--- config.mk ---
export PLATFORM = sky130hd
export DESIGN_NAME = ntsc_capture
export DESIGN_NICKNAME = d
export VERILOG_FILES = /design/src/logic/capture_pkg.sv /design/src/logic/capture_ifs.sv /design/src/logic/ntsc_capture.sv /design/src/logic/pixel_packer.sv /design/src/logic/color_classifier.sv /design/src/logic/raster_tracker.sv /design/src/logic/ccir656_decoder.sv
export SDC_FILE = /design/constraint.sdc
export NUM_CORES = 1
export LEC_CHECK = 0
export ABC_CLOCK_PERIOD_IN_PS = 7500
export BUFFER_PORTS_ARGS = -buffer_cell sky130_fd_sc_hd__buf_4
export CORE_MARGIN = 10
export CORE_UTILIZATION = 30
export CTS_CLUSTER_DIAMETER = 40
export DETAILED_ROUTE_END_ITERATION = 8
export PLACE_DENSITY_LB_ADDON = 0.3
export SLEW_MARGIN = 15
export SYNTH_ARGS = -nofsm -noshare
export SYNTH_HDL_FRONTEND = slang
export SYNTH_SLANG_ARGS = --single-unit
--- constraint.sdc ---
create_clock -name clk -period 7.5 [get_ports clk]
set_input_delay 0.75 -clock clk [delete_from_list [all_inputs] [get_ports clk]]
set_output_delay 0.75 -clock clk [all_outputs]
set_load 0.1 [all_outputs]
--- src/logic/capture_pkg.sv ---
package capture_pkg;

   ////////////////////////////////////////////////////////////
   // Stream and raster sizes
   ////////////////////////////////////////////////////////////

   // One CCIR656 sample and one colour component
   localparam int SAMPLE_W = 10;
   // Pixel and line counter widths
   localparam int X_W = 10;
   localparam int Y_W = 9;

   // Active window of the interlaced raster
   localparam int ACTIVE_X = 640;
   localparam int FIRST_LINE = 25;
   localparam int LAST_LINE = 505;

   // Display pixel is luma then Cr then Cb
   localparam int LUMA_W = 8;
   localparam int CHROMA_W = 5;
   localparam int DISP_W = LUMA_W + 2 * CHROMA_W;

   // Preamble words ahead of every status word
   localparam logic [SAMPLE_W-1:0] SYNC_HI = 10'h3FF;
   localparam logic [SAMPLE_W-1:0] SYNC_LO = 10'h000;

   // Decoder FSM encoding
   localparam int STATE_W = 3;
   localparam logic [STATE_W-1:0] ST_HUNT = 3'd0;
   localparam logic [STATE_W-1:0] ST_LO1 = 3'd1;
   localparam logic [STATE_W-1:0] ST_LO2 = 3'd2;
   localparam logic [STATE_W-1:0] ST_XY = 3'd3;
   localparam logic [STATE_W-1:0] ST_CB = 3'd4;
   localparam logic [STATE_W-1:0] ST_Y0 = 3'd5;
   localparam logic [STATE_W-1:0] ST_CR = 3'd6;
   localparam logic [STATE_W-1:0] ST_Y1 = 3'd7;

   ////////////////////////////////////////////////////////////
   // Marker colour thresholds
   ////////////////////////////////////////////////////////////

   // All tests are strict, neutral chroma sits at 200h
   localparam logic [SAMPLE_W-1:0] ORANGE_CB_MAX = 10'h1A0;
   localparam logic [SAMPLE_W-1:0] ORANGE_CR_MIN = 10'h260;
   localparam logic [SAMPLE_W-1:0] ORANGE_LUM_MIN = 10'h180;

   localparam logic [SAMPLE_W-1:0] GREEN_LUM_MIN = 10'h100;
   localparam logic [SAMPLE_W-1:0] GREEN_LUM_MAX = 10'h280;
   localparam logic [SAMPLE_W-1:0] GREEN_CR_MIN = 10'h140;
   localparam logic [SAMPLE_W-1:0] GREEN_CR_MAX = 10'h1C0;
   localparam logic [SAMPLE_W-1:0] GREEN_CB_MIN = 10'h140;
   localparam logic [SAMPLE_W-1:0] GREEN_CB_MAX = 10'h1C0;

   localparam logic [SAMPLE_W-1:0] PINK_CB_MIN = 10'h240;
   localparam logic [SAMPLE_W-1:0] PINK_CR_MIN = 10'h240;
   localparam logic [SAMPLE_W-1:0] PINK_LUM_MIN = 10'h200;

   localparam logic [SAMPLE_W-1:0] BLUE_CB_MIN = 10'h260;
   localparam logic [SAMPLE_W-1:0] BLUE_CR_MAX = 10'h1C0;
   localparam logic [SAMPLE_W-1:0] BLUE_LUM_MIN = 10'h080;

   // Marker colour codes
   typedef logic [1:0] color_t;
   localparam color_t COLOR_ORANGE = 2'd0;
   localparam color_t COLOR_PINK = 2'd1;
   localparam color_t COLOR_BLUE = 2'd2;
   localparam color_t COLOR_GREEN = 2'd3;

   // Sample word, read either as data or as a status word
   typedef union packed {
      logic [SAMPLE_W-1:0] sample;
      struct packed {
         logic       fixed_one;
         logic       field;
         logic       vblank;
         logic       hblank;
         logic [3:0] protect;
         logic [1:0] low_bits;
      } status;
   } ccir_word_u;

endpackage
--- src/logic/capture_ifs.sv ---
`timescale 1ns/100ps

// Decoded component stream with its sync strobes
interface video_if
   import capture_pkg::*;
();
   logic [SAMPLE_W-1:0] luma;
   logic [SAMPLE_W-1:0] cr;
   logic [SAMPLE_W-1:0] cb;
   // One-cycle strobes
   logic                pix_valid;
   logic                vsync;
   logic                hsync;
   // Field level from the last status word
   logic                field;

   modport source (output luma, cr, cb, pix_valid, field, vsync, hsync);
   modport sink (input luma, cr, cb, pix_valid, field, vsync, hsync);
endinterface

// Classified window pixel with its coordinates
interface pixel_if
   import capture_pkg::*;
();
   logic              pvalid;
   logic              hit;
   color_t            color;
   logic [DISP_W-1:0] disp;
   logic [X_W-1:0]    x;
   logic [Y_W-1:0]    y;

   modport source (output pvalid, hit, color, disp, x, y);
   modport sink (input pvalid, hit, color, disp, x, y);
endinterface

--- src/logic/ntsc_capture.sv ---
`timescale 1ns/100ps

module ntsc_capture
   import capture_pkg::*;
(
   input  logic                clk,
   input  logic                reset,
   input  logic [SAMPLE_W-1:0] i_sample,
   output logic                o_frame_start,
   output logic                o_det_valid,
   output color_t              o_color,
   output logic [X_W-1:0]      o_x,
   output logic [Y_W-1:0]      o_y,
   output logic                o_pair_valid,
   output logic [2*DISP_W-1:0] o_pixels
);

   // Raster position handed to the classifier
   logic           in_window;
   logic [X_W-1:0] cur_x;
   logic [Y_W-1:0] cur_y;

   video_if vid ();
   pixel_if pix ();

   // Sample stream into components and sync strobes
   ccir656_decoder u_decoder (
      .clk      (clk),
      .reset    (reset),
      .i_sample (i_sample),
      .vid      (vid.source)
   );

   raster_tracker u_raster (
      .clk           (clk),
      .reset         (reset),
      .vid           (vid.sink),
      .o_in_window   (in_window),
      .o_x           (cur_x),
      .o_line        (cur_y),
      .o_frame_start (o_frame_start)
   );

   color_classifier u_classifier (
      .clk         (clk),
      .reset       (reset),
      .vid         (vid.sink),
      .i_in_window (in_window),
      .i_x         (cur_x),
      .i_line      (cur_y),
      .pix         (pix.source)
   );

   // Detection and pair strobes to the outside
   pixel_packer u_packer (
      .clk          (clk),
      .reset        (reset),
      .pix          (pix.sink),
      .o_det_valid  (o_det_valid),
      .o_color      (o_color),
      .o_x          (o_x),
      .o_y          (o_y),
      .o_pair_valid (o_pair_valid),
      .o_pixels     (o_pixels)
   );

endmodule

--- src/logic/pixel_packer.sv ---
`timescale 1ns/100ps

module pixel_packer
   import capture_pkg::*;
(
   input  logic                clk,
   input  logic                reset,
   pixel_if.sink               pix,
   output logic                o_det_valid,
   output color_t              o_color,
   output logic [X_W-1:0]      o_x,
   output logic [Y_W-1:0]      o_y,
   output logic                o_pair_valid,
   output logic [2*DISP_W-1:0] o_pixels
);

   // Low on the even pixel of a pair
   logic              phase;
   logic [DISP_W-1:0] held;

   ////////////////////////////////////////////////////////////
   // Strobes and pair phase
   ////////////////////////////////////////////////////////////

   always_ff @(posedge clk)
   begin
      if (reset)
      begin
         phase <= 1'b0;
         o_det_valid <= 1'b0;
         o_pair_valid <= 1'b0;
      end
      else
      begin
         o_det_valid <= pix.pvalid && pix.hit;
         o_pair_valid <= pix.pvalid && phase;
         if (pix.pvalid)
         begin
            phase <= ~phase;
         end
      end
   end

   always_ff @(posedge clk)
   begin
      // Detection record for every marker pixel
      if (pix.pvalid && pix.hit)
      begin
         o_color <= pix.color;
         o_x <= pix.x;
         o_y <= pix.y;
      end
      // Even pixel waits for its partner
      if (pix.pvalid && !phase)
      begin
         held <= pix.disp;
      end
      // Older pixel goes in the upper half
      if (pix.pvalid && phase)
      begin
         o_pixels <= {held, pix.disp};
      end
   end

endmodule

--- src/logic/color_classifier.sv ---
`timescale 1ns/100ps

module color_classifier
   import capture_pkg::*;
(
   input  logic           clk,
   input  logic           reset,
   video_if.sink          vid,
   input  logic           i_in_window,
   input  logic [X_W-1:0] i_x,
   input  logic [Y_W-1:0] i_line,
   pixel_if.source        pix
);

   logic              take;
   logic              is_orange;
   logic              is_green;
   logic              is_pink;
   logic              is_blue;
   logic              hit_c;
   color_t            color_c;
   logic [DISP_W-1:0] disp_c;

   assign take = vid.pix_valid && i_in_window;

   // Threshold boxes
   assign is_orange = (vid.cb < ORANGE_CB_MAX) && (vid.cr > ORANGE_CR_MIN)
                      && (vid.luma > ORANGE_LUM_MIN);
   assign is_green = (vid.luma > GREEN_LUM_MIN) && (vid.luma < GREEN_LUM_MAX)
                     && (vid.cr > GREEN_CR_MIN) && (vid.cr < GREEN_CR_MAX)
                     && (vid.cb > GREEN_CB_MIN) && (vid.cb < GREEN_CB_MAX);
   assign is_pink = (vid.cb > PINK_CB_MIN) && (vid.cr > PINK_CR_MIN)
                    && (vid.luma > PINK_LUM_MIN);
   assign is_blue = (vid.cb > BLUE_CB_MIN) && (vid.cr < BLUE_CR_MAX)
                    && (vid.luma > BLUE_LUM_MIN);

   ////////////////////////////////////////////////////////////
   // Priority pick and display fill
   ////////////////////////////////////////////////////////////

   always_comb
   begin
      hit_c = 1'b1;
      color_c = COLOR_ORANGE;
      // Orange first, then green, pink, blue
      if (is_orange)
      begin
         disp_c = {{LUMA_W{1'b1}}, {CHROMA_W{1'b1}}, {CHROMA_W{1'b0}}};
      end
      else if (is_green)
      begin
         color_c = COLOR_GREEN;
         disp_c = {{LUMA_W{1'b1}}, 1'b1, {(CHROMA_W-1){1'b0}}, {CHROMA_W{1'b0}}};
      end
      else if (is_pink)
      begin
         color_c = COLOR_PINK;
         disp_c = {{LUMA_W{1'b1}}, {CHROMA_W{1'b1}}, {CHROMA_W{1'b1}}};
      end
      else if (is_blue)
      begin
         color_c = COLOR_BLUE;
         disp_c = {{LUMA_W{1'b1}}, {CHROMA_W{1'b0}}, {CHROMA_W{1'b1}}};
      end
      else
      begin
         // Plain pixel keeps the top bits of each component
         hit_c = 1'b0;
         disp_c = {vid.luma[SAMPLE_W-1 -: LUMA_W], vid.cr[SAMPLE_W-1 -: CHROMA_W],
                   vid.cb[SAMPLE_W-1 -: CHROMA_W]};
      end
   end

   always_ff @(posedge clk)
   begin
      if (reset)
      begin
         pix.pvalid <= 1'b0;
      end
      else
      begin
         pix.pvalid <= take;
      end
   end

   // Result and coordinates only move for window pixels
   always_ff @(posedge clk)
   begin
      if (take)
      begin
         pix.hit <= hit_c;
         pix.color <= color_c;
         pix.disp <= disp_c;
         pix.x <= i_x;
         pix.y <= i_line;
      end
   end

endmodule

--- src/logic/raster_tracker.sv ---
`timescale 1ns/100ps

module raster_tracker
   import capture_pkg::*;
(
   input  logic           clk,
   input  logic           reset,
   video_if.sink          vid,
   output logic           o_in_window,
   output logic [X_W-1:0] o_x,
   output logic [Y_W-1:0] o_line,
   output logic           o_frame_start
);

   logic [X_W-1:0] x_cnt;
   logic [Y_W-1:0] line_cnt;
   // Delayed vsync, field already holds the new bit here
   logic           vsync_q;
   // Once-per-field frame start latch
   logic           fs_done;
   logic           past_end;

   assign past_end = (line_cnt >= Y_W'(LAST_LINE));

   ////////////////////////////////////////////////////////////
   // Line and pixel counters
   ////////////////////////////////////////////////////////////

   always_ff @(posedge clk)
   begin
      if (reset)
      begin
         x_cnt <= '0;
         line_cnt <= '0;
         vsync_q <= 1'b0;
         fs_done <= 1'b0;
      end
      else
      begin
         vsync_q <= vid.vsync;
         // Vertical sync restarts the count on the field bit
         if (vsync_q)
         begin
            line_cnt <= Y_W'(vid.field);
            x_cnt <= '0;
         end
         else if (vid.hsync)
         begin
            // Interlaced so one field steps by two, held past the window
            if (!past_end)
            begin
               line_cnt <= line_cnt + Y_W'(2);
            end
            x_cnt <= '0;
         end
         else if (vid.pix_valid)
         begin
            x_cnt <= x_cnt + 1'b1;
         end

         // Latch clears once field 0 comes round again
         if (!vid.field)
         begin
            fs_done <= 1'b0;
         end
         else if (o_frame_start)
         begin
            fs_done <= 1'b1;
         end
      end
   end

   // Field 1 start on its vsync or on running off the bottom
   assign o_frame_start = (vsync_q || past_end) && vid.field && !fs_done;

   assign o_in_window = (line_cnt >= Y_W'(FIRST_LINE)) && !past_end
                        && (x_cnt < X_W'(ACTIVE_X));

   assign o_x = x_cnt;
   // Line number relative to the first visible line
   assign o_line = line_cnt - Y_W'(FIRST_LINE);

endmodule

--- src/logic/ccir656_decoder.sv ---
`timescale 1ns/100ps

module ccir656_decoder
   import capture_pkg::*;
(
   input  logic       clk,
   input  logic       reset,
   input  ccir_word_u i_sample,
   video_if.source    vid
);

   logic [STATE_W-1:0] state;
   logic               is_hi;
   logic               is_lo;
   logic               status_ok;
   logic               active_start;
   logic               y_en;
   logic               cr_en;
   logic               cb_en;

   assign is_hi = (i_sample.sample == SYNC_HI);
   assign is_lo = (i_sample.sample == SYNC_LO);

   // Status word must carry its fixed top bit
   assign status_ok = (state == ST_XY) && i_sample.status.fixed_one;
   // SAV of a visible line has both blanking bits low
   assign active_start = status_ok && !i_sample.status.vblank && !i_sample.status.hblank;

   // Component enables, a 3FF inside the line is never taken as data
   assign y_en = ((state == ST_Y0) || (state == ST_Y1)) && !is_hi;
   assign cr_en = (state == ST_CR) && !is_hi;
   assign cb_en = (state == ST_CB) && !is_hi;

   // Sync strobes are live while the status word is on the input
   assign vid.hsync = status_ok && i_sample.status.hblank;
   assign vid.vsync = status_ok && i_sample.status.vblank;

   ////////////////////////////////////////////////////////////
   // Preamble search and Cb Y Cr Y walk
   ////////////////////////////////////////////////////////////

   always_ff @(posedge clk)
   begin
      if (reset)
      begin
         state <= ST_HUNT;
      end
      else
      begin
         case (state)
            ST_HUNT: state <= is_hi ? ST_LO1 : ST_HUNT;
            // Repeated 3FF keeps us at the first zero
            ST_LO1: state <= is_lo ? ST_LO2 : (is_hi ? ST_LO1 : ST_HUNT);
            ST_LO2: state <= is_lo ? ST_XY : ST_HUNT;
            // EAV and blanking codes drop back to the search
            ST_XY: state <= active_start ? ST_CB : ST_HUNT;
            // Mid-line 3FF is treated as the start of a new preamble
            ST_CB: state <= is_hi ? ST_LO1 : ST_Y0;
            ST_Y0: state <= is_hi ? ST_LO1 : ST_CR;
            ST_CR: state <= is_hi ? ST_LO1 : ST_Y1;
            ST_Y1: state <= is_hi ? ST_LO1 : ST_CB;
            default: state <= ST_HUNT;
         endcase
      end
   end

   // Pixel strobe follows each Y capture, field tracks the status word
   always_ff @(posedge clk)
   begin
      if (reset)
      begin
         vid.pix_valid <= 1'b0;
         vid.field <= 1'b0;
      end
      else
      begin
         vid.pix_valid <= y_en;
         if (status_ok)
         begin
            vid.field <= i_sample.status.field;
         end
      end
   end

   // Component holding registers
   always_ff @(posedge clk)
   begin
      if (y_en)
      begin
         vid.luma <= i_sample.sample;
      end
      if (cr_en)
      begin
         vid.cr <= i_sample.sample;
      end
      if (cb_en)
      begin
         vid.cb <= i_sample.sample;
      end
   end

endmodule

# Word level (Yosys, flattened, before mapping)

Index checks and enable logic that the tools add are counted.

Order comparisons: 17
Add/sub/neg operators: 3
Eq/ne operators: 9
Divide/modulo/power cells: 0
Multipliers: 0
Muxes and demuxes: 19
Bitwise operators: 3
Reduce and logical (&&, ||, !) cells: 46
Shifts and indexed selects: 0

Operators with widths:

| operator                | number |
|---|---|
| $gt A10 B10 Y1 const B  | 5 |
| $gt A10 B9 Y1 const B   | 4 |
| $lt A10 B9 Y1 const B   | 3 |
| $logic_and A1 B1 Y1     | 27 |
| $pmux W3 S8             | 1 |
| $lt A10 B10 Y1 const B  | 2 |
| $mux W3                 | 6 |
| $mux W9                 | 2 |
| $eq A3 B3 Y1 const B    | 4 |
| $add A10 B1 Y10 const B | 1 |
| $eq A10 B10 Y1 const B  | 1 |
| $gt A10 B8 Y1 const B   | 1 |
| $logic_not A10 Y1       | 1 |
| $mux W10                | 1 |
| $add A9 B2 Y9 const B   | 1 |
| $ge A9 B5 Y1 const B    | 1 |
| $ge A9 B9 Y1 const B    | 1 |
| $sub A9 B5 Y9 const B   | 1 |
| $mux W2                 | 4 |
| $eq A3 B2 Y1 const B    | 2 |
| $logic_not A1 Y1        | 6 |
| $reduce_or A2 Y1        | 3 |
| $reduce_or A3 Y1        | 2 |
| $mux W1                 | 5 |
| 8 further kinds         | 12 |

Register bits: 175
Latch bits: 0
Word-level logic and storage cells: 125
ROM bits: 0
Bits of input ports: 12
Memory bits (writable): 0
Memories: 0

# Depth between registers and ports, before layout

Gate-level depths: netlist (run 1).

Depth in word-level cells: 7
Depth in mapped cells: 8
Mapped depth without buffers: 7

# Hierarchy

A second synthesis (run 1) with hierarchy kept.

Cells, all modules: 409
Area total of the unflattened synthesis: 6596.3 µm²

Modules (own cells, without submodules):

| module           | instances | cells each | area each (µm²) |
|---|---|---|---|
| pixel_packer     | 1         | 85         | 2373.5 |
| color_classifier | 1         | 126        | 1848.0 |
| ccir656_decoder  | 1         | 66         | 1246.2 |
| raster_tracker   | 1         | 132        | 1128.6 |

# Worst setup path after synthesis (run 1)

No wires, ideal clock.

Path kind: reg-to-reg
Start: reg u_raster.line_cnt[1]
End: reg u_classifier.pix.color[0] (enable)
Arrival: 3.961 ns
Path slack: 3.052 ns
Stages on the path, launching flop included: 7
Library setup time: 0.487 ns
Buffers on the path: 1
Clock period less this slack: 4.448 ns
Cell sequence: dfxtp_1 inv_1 ha_1 a21boi_4 a2111oi_4 buf_6 nor3_1

Longest elaborated chain between the ends: 5

RTL lines:

| item                    | line                   | source |
|---|---|---|
| start, declared         | raster_tracker.sv:16   | `logic [Y_W-1:0] line_cnt;` |
| start signal, assigned  | raster_tracker.sv:44   | `line_cnt <= Y_W'(vid.field);` |
| start signal, assigned  | raster_tracker.sv:52   | `line_cnt <= line_cnt + Y_W'(2);` |
| $ge A9 B9 Y1            | raster_tracker.sv:23   | `assign past_end = (line_cnt >= Y_W'(LAST_LINE));` |
| $logic_not A1 Y1        | --                     |  |
| $logic_and A1 B1 Y1 (*) | raster_tracker.sv:76   | `assign o_in_window = (line_cnt >= Y_W'(FIRST_LINE)) && !past_end` |
| $logic_and A1 B1 Y1 (*) | raster_tracker.sv:77   | `&& (x_cnt < X_W'(ACTIVE_X));` |
| $logic_and A1 B1 Y1 (*) | color_classifier.sv:24 | `assign take = vid.pix_valid && i_in_window;` |
| via u_classifier.take   | color_classifier.sv:15 | `logic take;` |
| end signal, assigned    | color_classifier.sv:92 | `pix.color <= color_c;` |
| end, declared           | capture_ifs.sv:32      | `modport source (output pvalid, hit, color, disp, x, y);` |

Mark *: on every way through the listed nets, which the timed path passes. The rest lies on a longest branch.
A chain may end at the register's enable or synchronous reset.

# Final worst setup path (run 1)

Start: reg u_raster.line_cnt[2]
End: out o_frame_start

Longest elaborated chain between the ends: 4

RTL lines:

| item                              | line                 | source |
|---|---|---|
| $ge A9 B9 Y1                      | raster_tracker.sv:23 |  |
| $logic_or A1 B1 Y1                | raster_tracker.sv:74 | `assign o_frame_start = (vsync_q \|\| past_end) && vid.field && !fs_done;` |
| $logic_and A1 B1 Y1 (2 in series) | raster_tracker.sv:74 |  |
| end, declared                     | ntsc_capture.sv:9    | `output logic o_frame_start,` |

Every way passes these cells.

==> key figures, run 1 <==
STA
  • Worst Skew: 0.0198 ns
  • Rel. slew slack: 26.6%
  • Final Hold Viols: 0
  • Period utilization: 45.4%
  • Setup_tns: 0 ns
  • WHS: 0.405 ns
  • Min Tclk post-route: between 3 and 4 ns
  • Least-Margin Pin Slew: between 1 and 1.5 ns
  • Setup Viol. Count Final: 0
  • Unrepaired setup endpoints after global routing: false
  • Final critical-path setup slack: just over 4 ns
  • Slew Limit Fails: 0
  • Max Fclk: 293 MHz

Yosys
  • Register area share after synthesis: approximately three quarters
  • Synth warn: 0
  • Count of cell types in the netlist: 55
  • Synth Flop Type: edfxtp_1
  • Synthesized Nets: 418
  • Post-Syn Area: 0.00647 mm2
  • Post-synth EDFFs: between 100 and 150
  • Async set-reset flop share out of synthesis: 0%
  • Post-synthesis instance total: 400
  • #FFs+latches synth: 175
  • Synth Area per Inst: around 16 um2

Clock network
  • Post CTS Setup Buffer Count: 0
  • Longest Clk Path Bufs: 2
  • Sink Count: 175
  • H-tree levels: 4
  • Worst-Skew Late Latency: 0.43 ns
  • CTS tree: yes
  • TritonCTS Buffers: 17
  • Clock transition at the registers of the reported paths: 0.06 ns
  • CTS resizes: 0
  • Root buf cell: clkbuf_16
  • # hold bufs at CTS: 0

Global routing
  • Pin count of the biggest net entering global routing: about 40
  • First-pass GRT wire length: approximately 19 mm
  • Grt ovf: 0
  • GRT Total Usage: 8.43%
  • Vias in the first global route: between 3000 and 4000
  • Initial antenna violation count: 0

Run
  • Max-Cap Viols: 0

Placed design
  • Placed cell area: 0.00730 mm2
  • PortBufs: 71
  • Inst Count DP: 736
  • GP Congestion: 0.778
  • Dpl ws: between 4 and 5 ns
  • Dpl hpwl: 8.12 mm

Worst setup path
  • CP required: between 6 and 7 ns
  • Crit end category: primary output
  • Crit Path Max Fanout: 12
  • Worst setup path class: flop to primary output
  • Critical path launch point type: flop
  • Worst path arrival time: 2.66 ns

Layout
  • Fin area: roughly 0.0079 mm2
  • Share of cells above drive strength 1: between 20% and 30%
  • Final #Nets: 498
  • Register area: 0.00495 mm2
  • Area grow syn2layout: 21.9%
  • Layout Cells excl Fill: 767
  • Diode count: 0
  • Area of the multi-input gates: 0.00140 mm2
  • Fill count: 1992

Pwr
  • Power Density: 243 mW/mm2
  • Switch Pwr: 350 uW
  • Maximum VDD drop: 0.000110 V
  • Switching Fraction: ~18%
  • Sequential power share: 54.3%
  • Pint: around 1600 uW
  • Leakage power: 0.00263 uW
  • Comb pwr share: 0.7%
  • Clock power share: 45.0%

Die
  • Core ar.: between 0.02 and 0.025 mm2
  • Core Rows: 53
  • Initial core utilization: 30.7%
  • Die area: 0.0278 mm2
  • I/O pin cnt: 72
  • Die Y: about 170 um
  • Die width: 167 um

Routing
  • # DRC: 0
  • Wire per inst: 15.1 um
  • DR vias/cell: around 4.4
  • Iter 0 DRT Violations: between 200 and 300
  • Detailed Routing Iterations Pass 1: 4
  • Antenna Nets Post-Route: 0
  • Final wirelength: 11.6 mm
  • DR vias: 3355

Hold path
  • Hold Crit Class: flop to flop

Run status
  • Status: completed
## placed cells by master (no fill, tap or decap), drive strengths merged, types with 5 or more instances in the layout
master / n
buf: 74
a21boi: 6
nand3: 9
nand2: 20
dfxtp: 30
a21oi: 9
nor2: 30
nand4: 8
clkinv: 5
ha: 6
xnor2: 17
inv: 13
nor4: 9
clkbuf: 21
edfxtp: 145
nand3b: 9
nor3b: 8
xor2: 7
nor3: 11
## worst max-delay path, stage by stage (launching register included)
cell and delay (ns):
dfxtp_1 0.45, inv_1 0.12, ha_1 0.20, a21boi_4 0.16, a2111oi_4 0.68, nor2_1 0.09, nor3b_1 0.22, buf_4 0.33
## path summary, 6_finish.rpt
| kind | start | endpoint | slack, ns | cells after the start |
|---|---|---|---|---|
| max reg2reg | u_raster.line_cnt[2] | u_classifier.pix.hit | 5.17 | 6 |
| min reg2reg | u_classifier.pix.y[0] | u_packer.o_y[0] | 0.41 | 0 |
| max | u_raster.line_cnt[2] | o_frame_start | 4.09 | 7 |
| min | u_classifier.pix.y[0] | u_packer.o_y[0] | 0.41 | 0 |
## sequential cells by signal (all words and copies together) (netlist names), 2 cells and up
signal and cells:
u_classifier.pix.color 2, u_classifier.pix.disp 18, u_classifier.pix.x 10, u_classifier.pix.y 9, u_decoder.state 3, u_decoder.vid.cb 10, u_decoder.vid.cr 10, u_decoder.vid.luma 10
u_packer.held 18, u_packer.o_color 2, u_packer.o_pixels 36, u_packer.o_x 10, u_packer.o_y 9, u_raster.line_cnt 9, u_raster.o_x 10
## stage by stage
stage	util (%)	power, uW
final	37.4	1920
after global routing	37.4	1980
after CTS	37.4	1940
after detailed placement	34.6	1070
after global placement	34.6	1070
after floorplan	-	1060
## power groups by stage
stage | registers, uW | logic [uW] | clock network [uW]
floorplan | 1060 | 3.33 | 0
global placement | 1060 | 13.8 | 0
detailed placement | 1060 | 14.5 | 0
CTS | 1040 | 14.5 | 884
global route | 1040 | 15.5 | 924
finish | 1040 | 14.2 | 862
## final cells by class
cell class                 instances  share of cell area (%)
inverter                          13                   0.619
multi-input combinational        199                    17.7
tap                              275                    4.37
clock buffer                      21                    5.59
timing repair buffer              74                    7.05
sequential                       175                    62.9
clock inverter                    10                    1.78
## per-layer routing
layer / vias up / global-route usage (%) / wire, um
met3: 20 / 3.27 / 640
met2: 70 / 13.3 / 5710
met5: - / 0 / 0
li1: 1654 / - / -
met4: 0 / 4.35 / 280
met1: 1611 / 9.72 / 4960
## synth_stat cells, types with 4 or more instances
cell type	number	area (um2)
nand3_1	9	45.0
a21oi_1	9	45.0
nand3b_1	9	67.6
xor2_1	7	61.3
o21ai_0	4	20.0
a21boi_0	4	30.0
nand2_1	20	75.1
nor4_1	7	43.8
nand4_1	7	43.8
a211oi_1	4	30.0
ha_1	6	75.1
inv_1	13	48.8
xnor2_1	17	149
edfxtp_1	145	4350
nor3_1	9	45.0
nor2_1	30	113
dfxtp_1	30	601
o21ba_2	4	40.0
nor3b_1	8	60.1
clkbuf_1	6	22.5
## cells by family after synthesis
| family | after synthesis | share of synthesized area, % |
|---|---|---|
| multiplexers | 3 | 0.464 |
| buffers and inverters | 26 | 1.92 |
| adder cells (fa/ha/maj) | 6 | 1.16 |
| AO/OA/AOI/OAI | 42 | 5.51 |
| AND/OR/NAND/NOR | 124 | 11.1 |
| flip-flops | 175 | 76.6 |
| XOR/XNOR | 24 | 3.25 |
Note: power is estimated with default switching activity, not from simulation.
==> run 2, diff against run 1 <==
ABC_AREA = 1   (was not set)
ABC_CLOCK_PERIOD_IN_PS = 3320   (was 7500)
clock period = 3.32 ns   (was 7.5 ns; I/O delays follow)
==> run 2 against run 1 <==
Die area grew 4.9%; critical path type unchanged; via count increased by 21%; largest power group unchanged; critical endpoint unchanged; hold slack got worse by 0.27 ns.
==> key figures, run 2 <==
STA
  • Setup Viol. Count Final: 0 (unchanged)
  • Final Hold Viols: 0 (unchanged)
  • Slew Limit Fails: 0 (unchanged)
  • Worst Skew: 0.00996 ns (-0.00981 ns)
  • Least-Margin Pin Slew: 0.787 ns (-0.309 ns)
  • Unrepaired setup endpoints after global routing: false
  • Max Fclk: about 420 MHz
  • Rel. slew slack: 47.4% (+21 points)
  • Period utilization: 71.8%
  • Setup_tns: 0 ns (unchanged)
  • Min Tclk post-route: 2.38 ns

Yosys
  • Synth Flop Type: edfxtp_1
  • Register area share after synthesis: 72.5% (-4.1 points)
  • Synth warn: 0 (unchanged)
  • Synth Area per Inst: 11.9 um2 (-26%)
  • Cell with the most instances after synthesis: edfxtp_1
  • Async set-reset flop share out of synthesis: 0% (unchanged)
  • Top cells by area, synth: edfxtp_1 (64%), dfxtp_1 (8.8%), nand2_1 (5.7%)
  • Post-Syn Area: 0.00683 mm2 (+5.6%)
  • Post-synthesis instance total: 572 (+43%)
  • #FFs+latches synth: 175 (unchanged)
  • Count of cell types in the netlist: 34 (-38%)
  • Yosys top cell area share: 63.7% (-3.6 points)
  • Post-synth EDFFs: 145 (unchanged)
  • Commonest cells post-synth: edfxtp_1 (145), nand2_1 (104), nor2_1 (76)
  • Synthesized Nets: 590 (+41%)
  • Yosys top cell by area: edfxtp_1

Die
  • Die width: 171 um (+2.4%)
  • Initial core utilization: 30.4% (-0.32 points)
  • Core ar.: 0.0225 mm2 (+6.7%)
  • Die Y: 171 um (+2.4%)
  • Die area: 0.0292 mm2 (+4.9%)
  • Core Rows: 55 (+3.8%)
  • I/O pin cnt: 72 (unchanged)

Clock network
  • Post CTS Setup Buffer Count: 0 (unchanged)
  • CTS resizes: 0 (unchanged)
  • Longest Clk Path Bufs: 2 (unchanged)
  • Clock transition at the registers of the reported paths: 0.06 ns (about the same)
  • H-tree levels: 4 (unchanged)
  • Worst-Skew Late Latency: 0.42 ns (about the same)
  • Sink Count: 175 (unchanged)
  • CTS tree: yes
  • # hold bufs at CTS: 0 (unchanged)
  • Root buf cell: clkbuf_16
  • TritonCTS Buffers: 17 (unchanged)

Routing
  • Final wirelength: 13.3 mm (+14%)
  • DR vias/cell: 4.23 (-3.3%)
  • Wire per inst: 13.8 um (-8.4%)
  • # DRC: 0 (unchanged)
  • DR vias: 4051 (+21%)
  • Iter 0 DRT Violations: 324 (+20%)
  • Detailed Routing Iterations Pass 1: 5 (+1)
  • Antenna Nets Post-Route: 0 (unchanged)

Layout
  • Layout Cells excl Fill: 958 (+25%)
  • Diode count: 0 (unchanged)
  • Final #Nets: 678 (+36%)
  • Biggest register: u_packer.o_pixels
  • Max FFs per register: 36 (unchanged)
  • Share of cells above drive strength 1: 19.6% (-5.4 points)
  • Fill count: 2209 (+11%)
  • Top flop regs: u_packer.o_pixels x36, u_classifier.pix.disp x18, u_packer.held x18
  • Commonest non-fill, non-tap cell in the layout: edfxtp_1
  • Area grow syn2layout: 21.9% (about the same)
  • Most frequent cells in the layout: edfxtp_1 (145), nand2_1 (104), nor2_1 (75), buf_4 (75), inv_1 (73)

Hold path
  • Hold Crit Class: input pin to flop

Global routing
  • First-pass GRT wire length: 21.6 mm (+17%)
  • Initial antenna violation count: 0 (unchanged)
  • Vias in the first global route: 4093 (+18%)
  • Pin count of the biggest net entering global routing: 37 (-9.8%)
  • Grt ovf: 0 (unchanged)
  • GRT Total Usage: 9.44% (+1.0 points)

Pwr
  • Sequential power share: 52.6% (-1.7 points)
  • Switch Pwr: 838 uW (+140%)
  • Leakage power: 0.00324 uW (+23%)
  • Power Density: 536 mW/mm2 (+120%)
  • Maximum VDD drop: 0.000378 V (+240%)
  • Pint: 3620 uW (+130%)
  • Comb pwr share: 0.8% (about the same)
  • Clock power share: 46.5% (+1.5 points)
  • Switching Fraction: 18.8% (+0.54 points)

Placed design
  • PortBufs: 71 (unchanged)
  • GP Congestion: 0.834 (+7.2%)
  • Dpl hpwl: 9.70 mm (+19%)
  • Inst Count DP: 926 (+26%)

Worst setup path
  • Crit path to: o_frame_start
  • CP max-delay cell: dfxtp_1
  • CP required: 2.99 ns (-3.76 ns)
  • Worst setup path class: flop to primary output
  • RR Startpoint: u_raster.line_cnt[1]
  • CP dominant cell by count: nand2_1
  • Reg2Reg Depth: 10 (+4)
  • Endpoint of the worst register-to-register path: u_classifier.pix.color[0]
  • Crit end category: primary output
  • Crit Path Max Fanout: 7 (-5)
  • Max stage delay on crit path: 0.32 ns (-0.36 ns)
  • Critical path origin: u_raster.line_cnt[1]
  • Critical path launch point type: flop
  • FF-to-FF setup slack: 1.27 ns (-3.90 ns)
  • Worst path arrival time: 2.05 ns (-0.61 ns)
  • Critical path, cell by cell: inv_1 -> ha_1 -> nand2_1 -> nand2_1 -> nand2_2 -> nand2_2 -> nand2_4 -> nand2_1 -> nand2_1 -> nor2_1 -> buf_4

Run
  • Max-Cap Viols: 0 (unchanged)

Run status
  • Status: completed
-- run 2: cell families (layout without fill, tap and decap cells) --
group	Yosys count	in the layout	share of synthesized area, %
flip-flops	175	175	72.5
AND/OR/NAND/NOR	252	252	16.2
XOR/XNOR	13	13	1.67
adder cells (fa/ha/maj)	6	6	1.10
AO/OA/AOI/OAI	42	42	3.37
buffers and inverters	84	185	5.07
-- run 2: critical path: cells and delay by family (launching register included) --
| family | cells | cell delay [ns] |
|---|---|---|
| buf+inv | 2 | 0.49 |
| simple gates | 8 | 0.62 |
| flops | 1 | 0.32 |
| fa+ha+maj | 1 | 0.19 |
-- run 2: worst min-delay path by stage --
stage,cells after the start,slack [ns],to,start
2_1_floorplan,0,0.40,u_packer.o_color[0],u_classifier.pix.color[0]
3_3_place_gp,0,0.40,u_packer.o_pixels[22],u_packer.held[4]
3_5_place_dp,0,0.40,u_packer.o_color[1],u_classifier.pix.color[1]
4_1_cts,1,0.12,u_decoder.vid.luma[1],i_sample[1]
5_1_grt,1,0.13,u_decoder.vid.luma[1],i_sample[1]
6_report,1,0.14,u_decoder.vid.luma[1],i_sample[1]
-- run 2: metal layers --
metal / vias up / routed length [um] / GRT usage [%]
met4: 0 / 115 / 3.21
met3: 6 / 890 / 3.32
met2: 82 / 6180 / 14.8
met1: 1871 / 6080 / 11.9
li1: 2092 / - / -
met5: - / 0 / 0
-- run 2: power by group through the flow --
stage	Sequential [uW]	Clock, uW	Combinational, uW
detailed placement	2400	0	37.0
global route	2350	2220	40.0
CTS	2350	2130	37.3
floorplan	2400	0	11.2
finish	2350	2080	35.9
global placement	2400	0	36.3
-- run 2: metrics by stage --
step                hold WS [ns]  worst slack (ns)  power, uW  instance area, um2  util, %
CTS                        0.123             0.887       4520                8320     37.0
global route               0.128             0.758       4600                8320     37.0
detailed placement         0.405              1.25       2430                7700     34.2
global placement           0.401              1.33       2430                7700     34.2
floorplan                  0.400            0.0953       2410                6830        -
finish                     0.139             0.937       4460                8320     37.0
-- run 2: cell type report --
class,instances,area (um2),share of cell area (%)
flip-flops and latches,175,4950,59.5
multi-input cells,313,1540,18.5
repair buffers,75,563,6.76
clock buffers,19,433,5.20
well taps,285,357,4.28
inverters,78,294,3.53
clock inverters,13,186,2.24
==> run 3, diff against run 2 <==
ABC_AREA = 0   (was 1)
ABC_CLOCK_PERIOD_IN_PS = 2200   (was 3320)
clock period = 2.2 ns   (was 3.32 ns; I/O delays follow)
==> run 3 against run 2 <==
Largest cell class unchanged; clock skew shrank 0.0021 ns; register-to-register slack lost 1.0 ns; clock power grew 26%; hold slack lost 0.11 ns; wire length shrank 10%; the flow now finishes with violations (negative setup slack); critical path depth shrank 3; sequential cell count is the same; sequential power grew 51%; critical path type unchanged.
==> key figures, run 3 (synthesis gave the netlist of run 1 again) <==
Routing
  • Iter 0 DRT Violations: 302 (-6.8%)
  • Final wirelength: 11.9 mm (-10%)
  • DR vias/cell: 4.40 (+4.2%)
  • # DRC: 0 (unchanged)
  • Wire per inst: 15.0 um (+8.3%)
  • DR vias: 3506 (-13%)
  • Antenna Nets Post-Route: 0 (unchanged)
  • Detailed Routing Iterations Pass 1: 6 (+1)

Run
  • Max-Cap Viols: 0 (unchanged)

Die
  • Die area: 0.0278 mm2 (-4.7%)
  • Die width: 167 um (-2.4%)
  • Initial core utilization: 30.7% (+0.32 points)
  • I/O pin cnt: 72 (unchanged)
  • Die Y: 167 um (-2.4%)
  • Core ar.: 0.0211 mm2 (-6.3%)
  • Core Rows: 53 (-3.6%)

Global routing
  • GR Util met3: 3.29% (-0.023 points)
  • GRT Total Usage: 8.78% (-0.67 points)
  • Grt ovf: 0 (unchanged)
  • GR Layer Usage met2: 13.6% (-1.2 points)
  • Pin count of the biggest net entering global routing: 33 (-11%)
  • Vias in the first global route: 3595 (-12%)
  • GRT met1 Usage: 10.7% (-1.2 points)
  • GRT busiest layer: met2
  • Initial antenna violation count: 0 (unchanged)
  • First-pass GRT wire length: 19.5 mm (-9.5%)

Pwr
  • Power Density: 761 mW/mm2 (+42%)
  • Maximum VDD drop: 0.000422 V (+12%)
  • Tot Pwr: 6220 uW (+39%)
  • Leakage power: 0.00277 uW (-15%)

Layout
  • Final #Nets: 526 (-22%)
  • Top flop regs: u_packer.o_pixels x36, u_classifier.pix.disp x18, u_packer.held x18
  • Max FFs per register: 36 (unchanged)
  • Commonest non-fill, non-tap cell in the layout: edfxtp_1
  • Area grow syn2layout: 26.4%
  • Biggest register: u_packer.o_pixels
  • Share of cells above drive strength 1: 31.1% (+11 points)
  • Most frequent cells in the layout: edfxtp_1 (145), buf_4 (96), nor2_1 (29)
  • Diode count: 0 (unchanged)
  • Fin util: 38.8% (+1.8 points)

Run status
  • Status: finished with violations
  • Failing checks: negative setup slack

STA
  • Least-Margin Pin Slew: 0.857 ns (+0.0693 ns)
  • Slew Limit Fails: 0 (unchanged)
  • Period utilization: 104%
  • Min Tclk post-route: 2.28 ns
  • Final critical-path setup slack: -0.0794 ns (-1.02 ns)
  • Max Fclk: 439 MHz
  • Final Hold Viols: 0 (unchanged)
  • Worst Skew: 0.00781 ns (-0.00214 ns)
  • Setup Viol. Count Final: 1 (+1)
  • Rel. slew slack: 42.7% (-4.8 points)
  • Unrepaired setup endpoints after global routing: true

Placed design
  • Dpl hpwl: 8.61 mm (-11%)
  • PortBufs: 71 (unchanged)
  • GP Congestion: 0.814 (-2.4%)

Clock network
  • Clock transition at the registers of the reported paths: 0.07 ns (about the same)
  • CTS tree: yes
  • Longest Clk Path Bufs: 2 (unchanged)
  • Sink Count: 175 (unchanged)
  • Root buf cell: clkbuf_16
  • Worst-Skew Late Latency: 0.41 ns (about the same)
  • H-tree levels: 4 (unchanged)
  • TritonCTS Buffers: 17 (unchanged)

Worst setup path
  • Crit end category: primary output
  • FF-to-FF setup slack: 0.23 ns (-1.04 ns)
  • Worst path arrival time: 2.06 ns (about the same)
  • Worst setup path class: flop to primary output
  • Critical path launch point type: flop
  • Reg2Reg Depth: 10 (unchanged)
  • Crit Path Max Fanout: 3 (-4)
  • CP required: 1.98 ns (-1.01 ns)

Hold path
  • Hold Crit Class: input pin to flop
  • Worst hold stages: 1 (unchanged)
[run 3: power breakdown]
part / internal (uW) / total (uW) / switching [uW] / leakage, uW
registers: 3540 / 3540 / 0.0256 / 0.00156
logic: 16.1 / 48.2 / 32.1 / 0.000966
clock network: 1440 / 2630 / 1190 / 0.000235
total: 5000 / 6220 / 1220 / 0.00277
[run 3: per-stage QoR]
step / hold WS [ns] / cell area, um2 / std cells / TNS [ns] / setup WS, ns
CTS: 0.00845 / 8110 / 789 / -1.51 / -0.106
detailed placement: 0.405 / 7520 / 754 / 0 / 0.0365
global route: 0.00727 / 8180 / 796 / -0.190 / -0.190
floorplan: 0.292 / 6530 / 400 / -9.98 / -0.244
global placement: 0.404 / 7520 / 754 / 0 / 0.0257
finish: 0.0294 / 8180 / 796 / -0.0794 / -0.0794
[run 3: area by class of cell]
type | instances | area (um2)
Fill cell | 1987 | 12900
Sequential cell | 175 | 4960
Multi-Input combinational cell | 199 | 1470
Timing Repair Buffer | 102 | 823
Clock buffer | 19 | 433
Tap cell | 275 | 344
Clock inverter | 13 | 91.3
Inverter | 13 | 56.3
[run 3: metal layers]
metal	part of all wire (%)	vias to the layer above
met1	46	1698
met3	5.1	13
li1	-	1716
met2	48	79
met5	0	-
met4	1.5	0
[run 3: what timing repair did]
| action | in CTS | in global routing |
|---|---|---|
| setup buffers | 3 | 7 |
| hold buffers | 0 | 0 |
| pin swaps | 2 | 1 |
| resized for setup | 11 | 0 |
| setup endpoints to repair | 1 | 28 |
| endpoints found under the hold margin | 0 | 0 |
[run 3: path summary, 6_finish.rpt]
kind | start | endpoint
setup / recovery | u_raster.line_cnt[2] | o_frame_start
hold / removal | i_sample[2] | u_decoder.vid.cb[2]
setup reg to reg | u_raster.line_cnt[1] | u_raster.line_cnt[8]
hold reg to reg | u_classifier.pix.x[6] | u_packer.o_x[6]
[run 3: critical path, cell delays in order (launching register included)]
cell       delay, ns
dfxtp_4         0.36
inv_4           0.05
ha_4            0.14
a21boi_4        0.14
a2111oi_4       0.31
buf_4           0.19
nor2_4          0.04
nor3b_4         0.21
buf_12          0.20
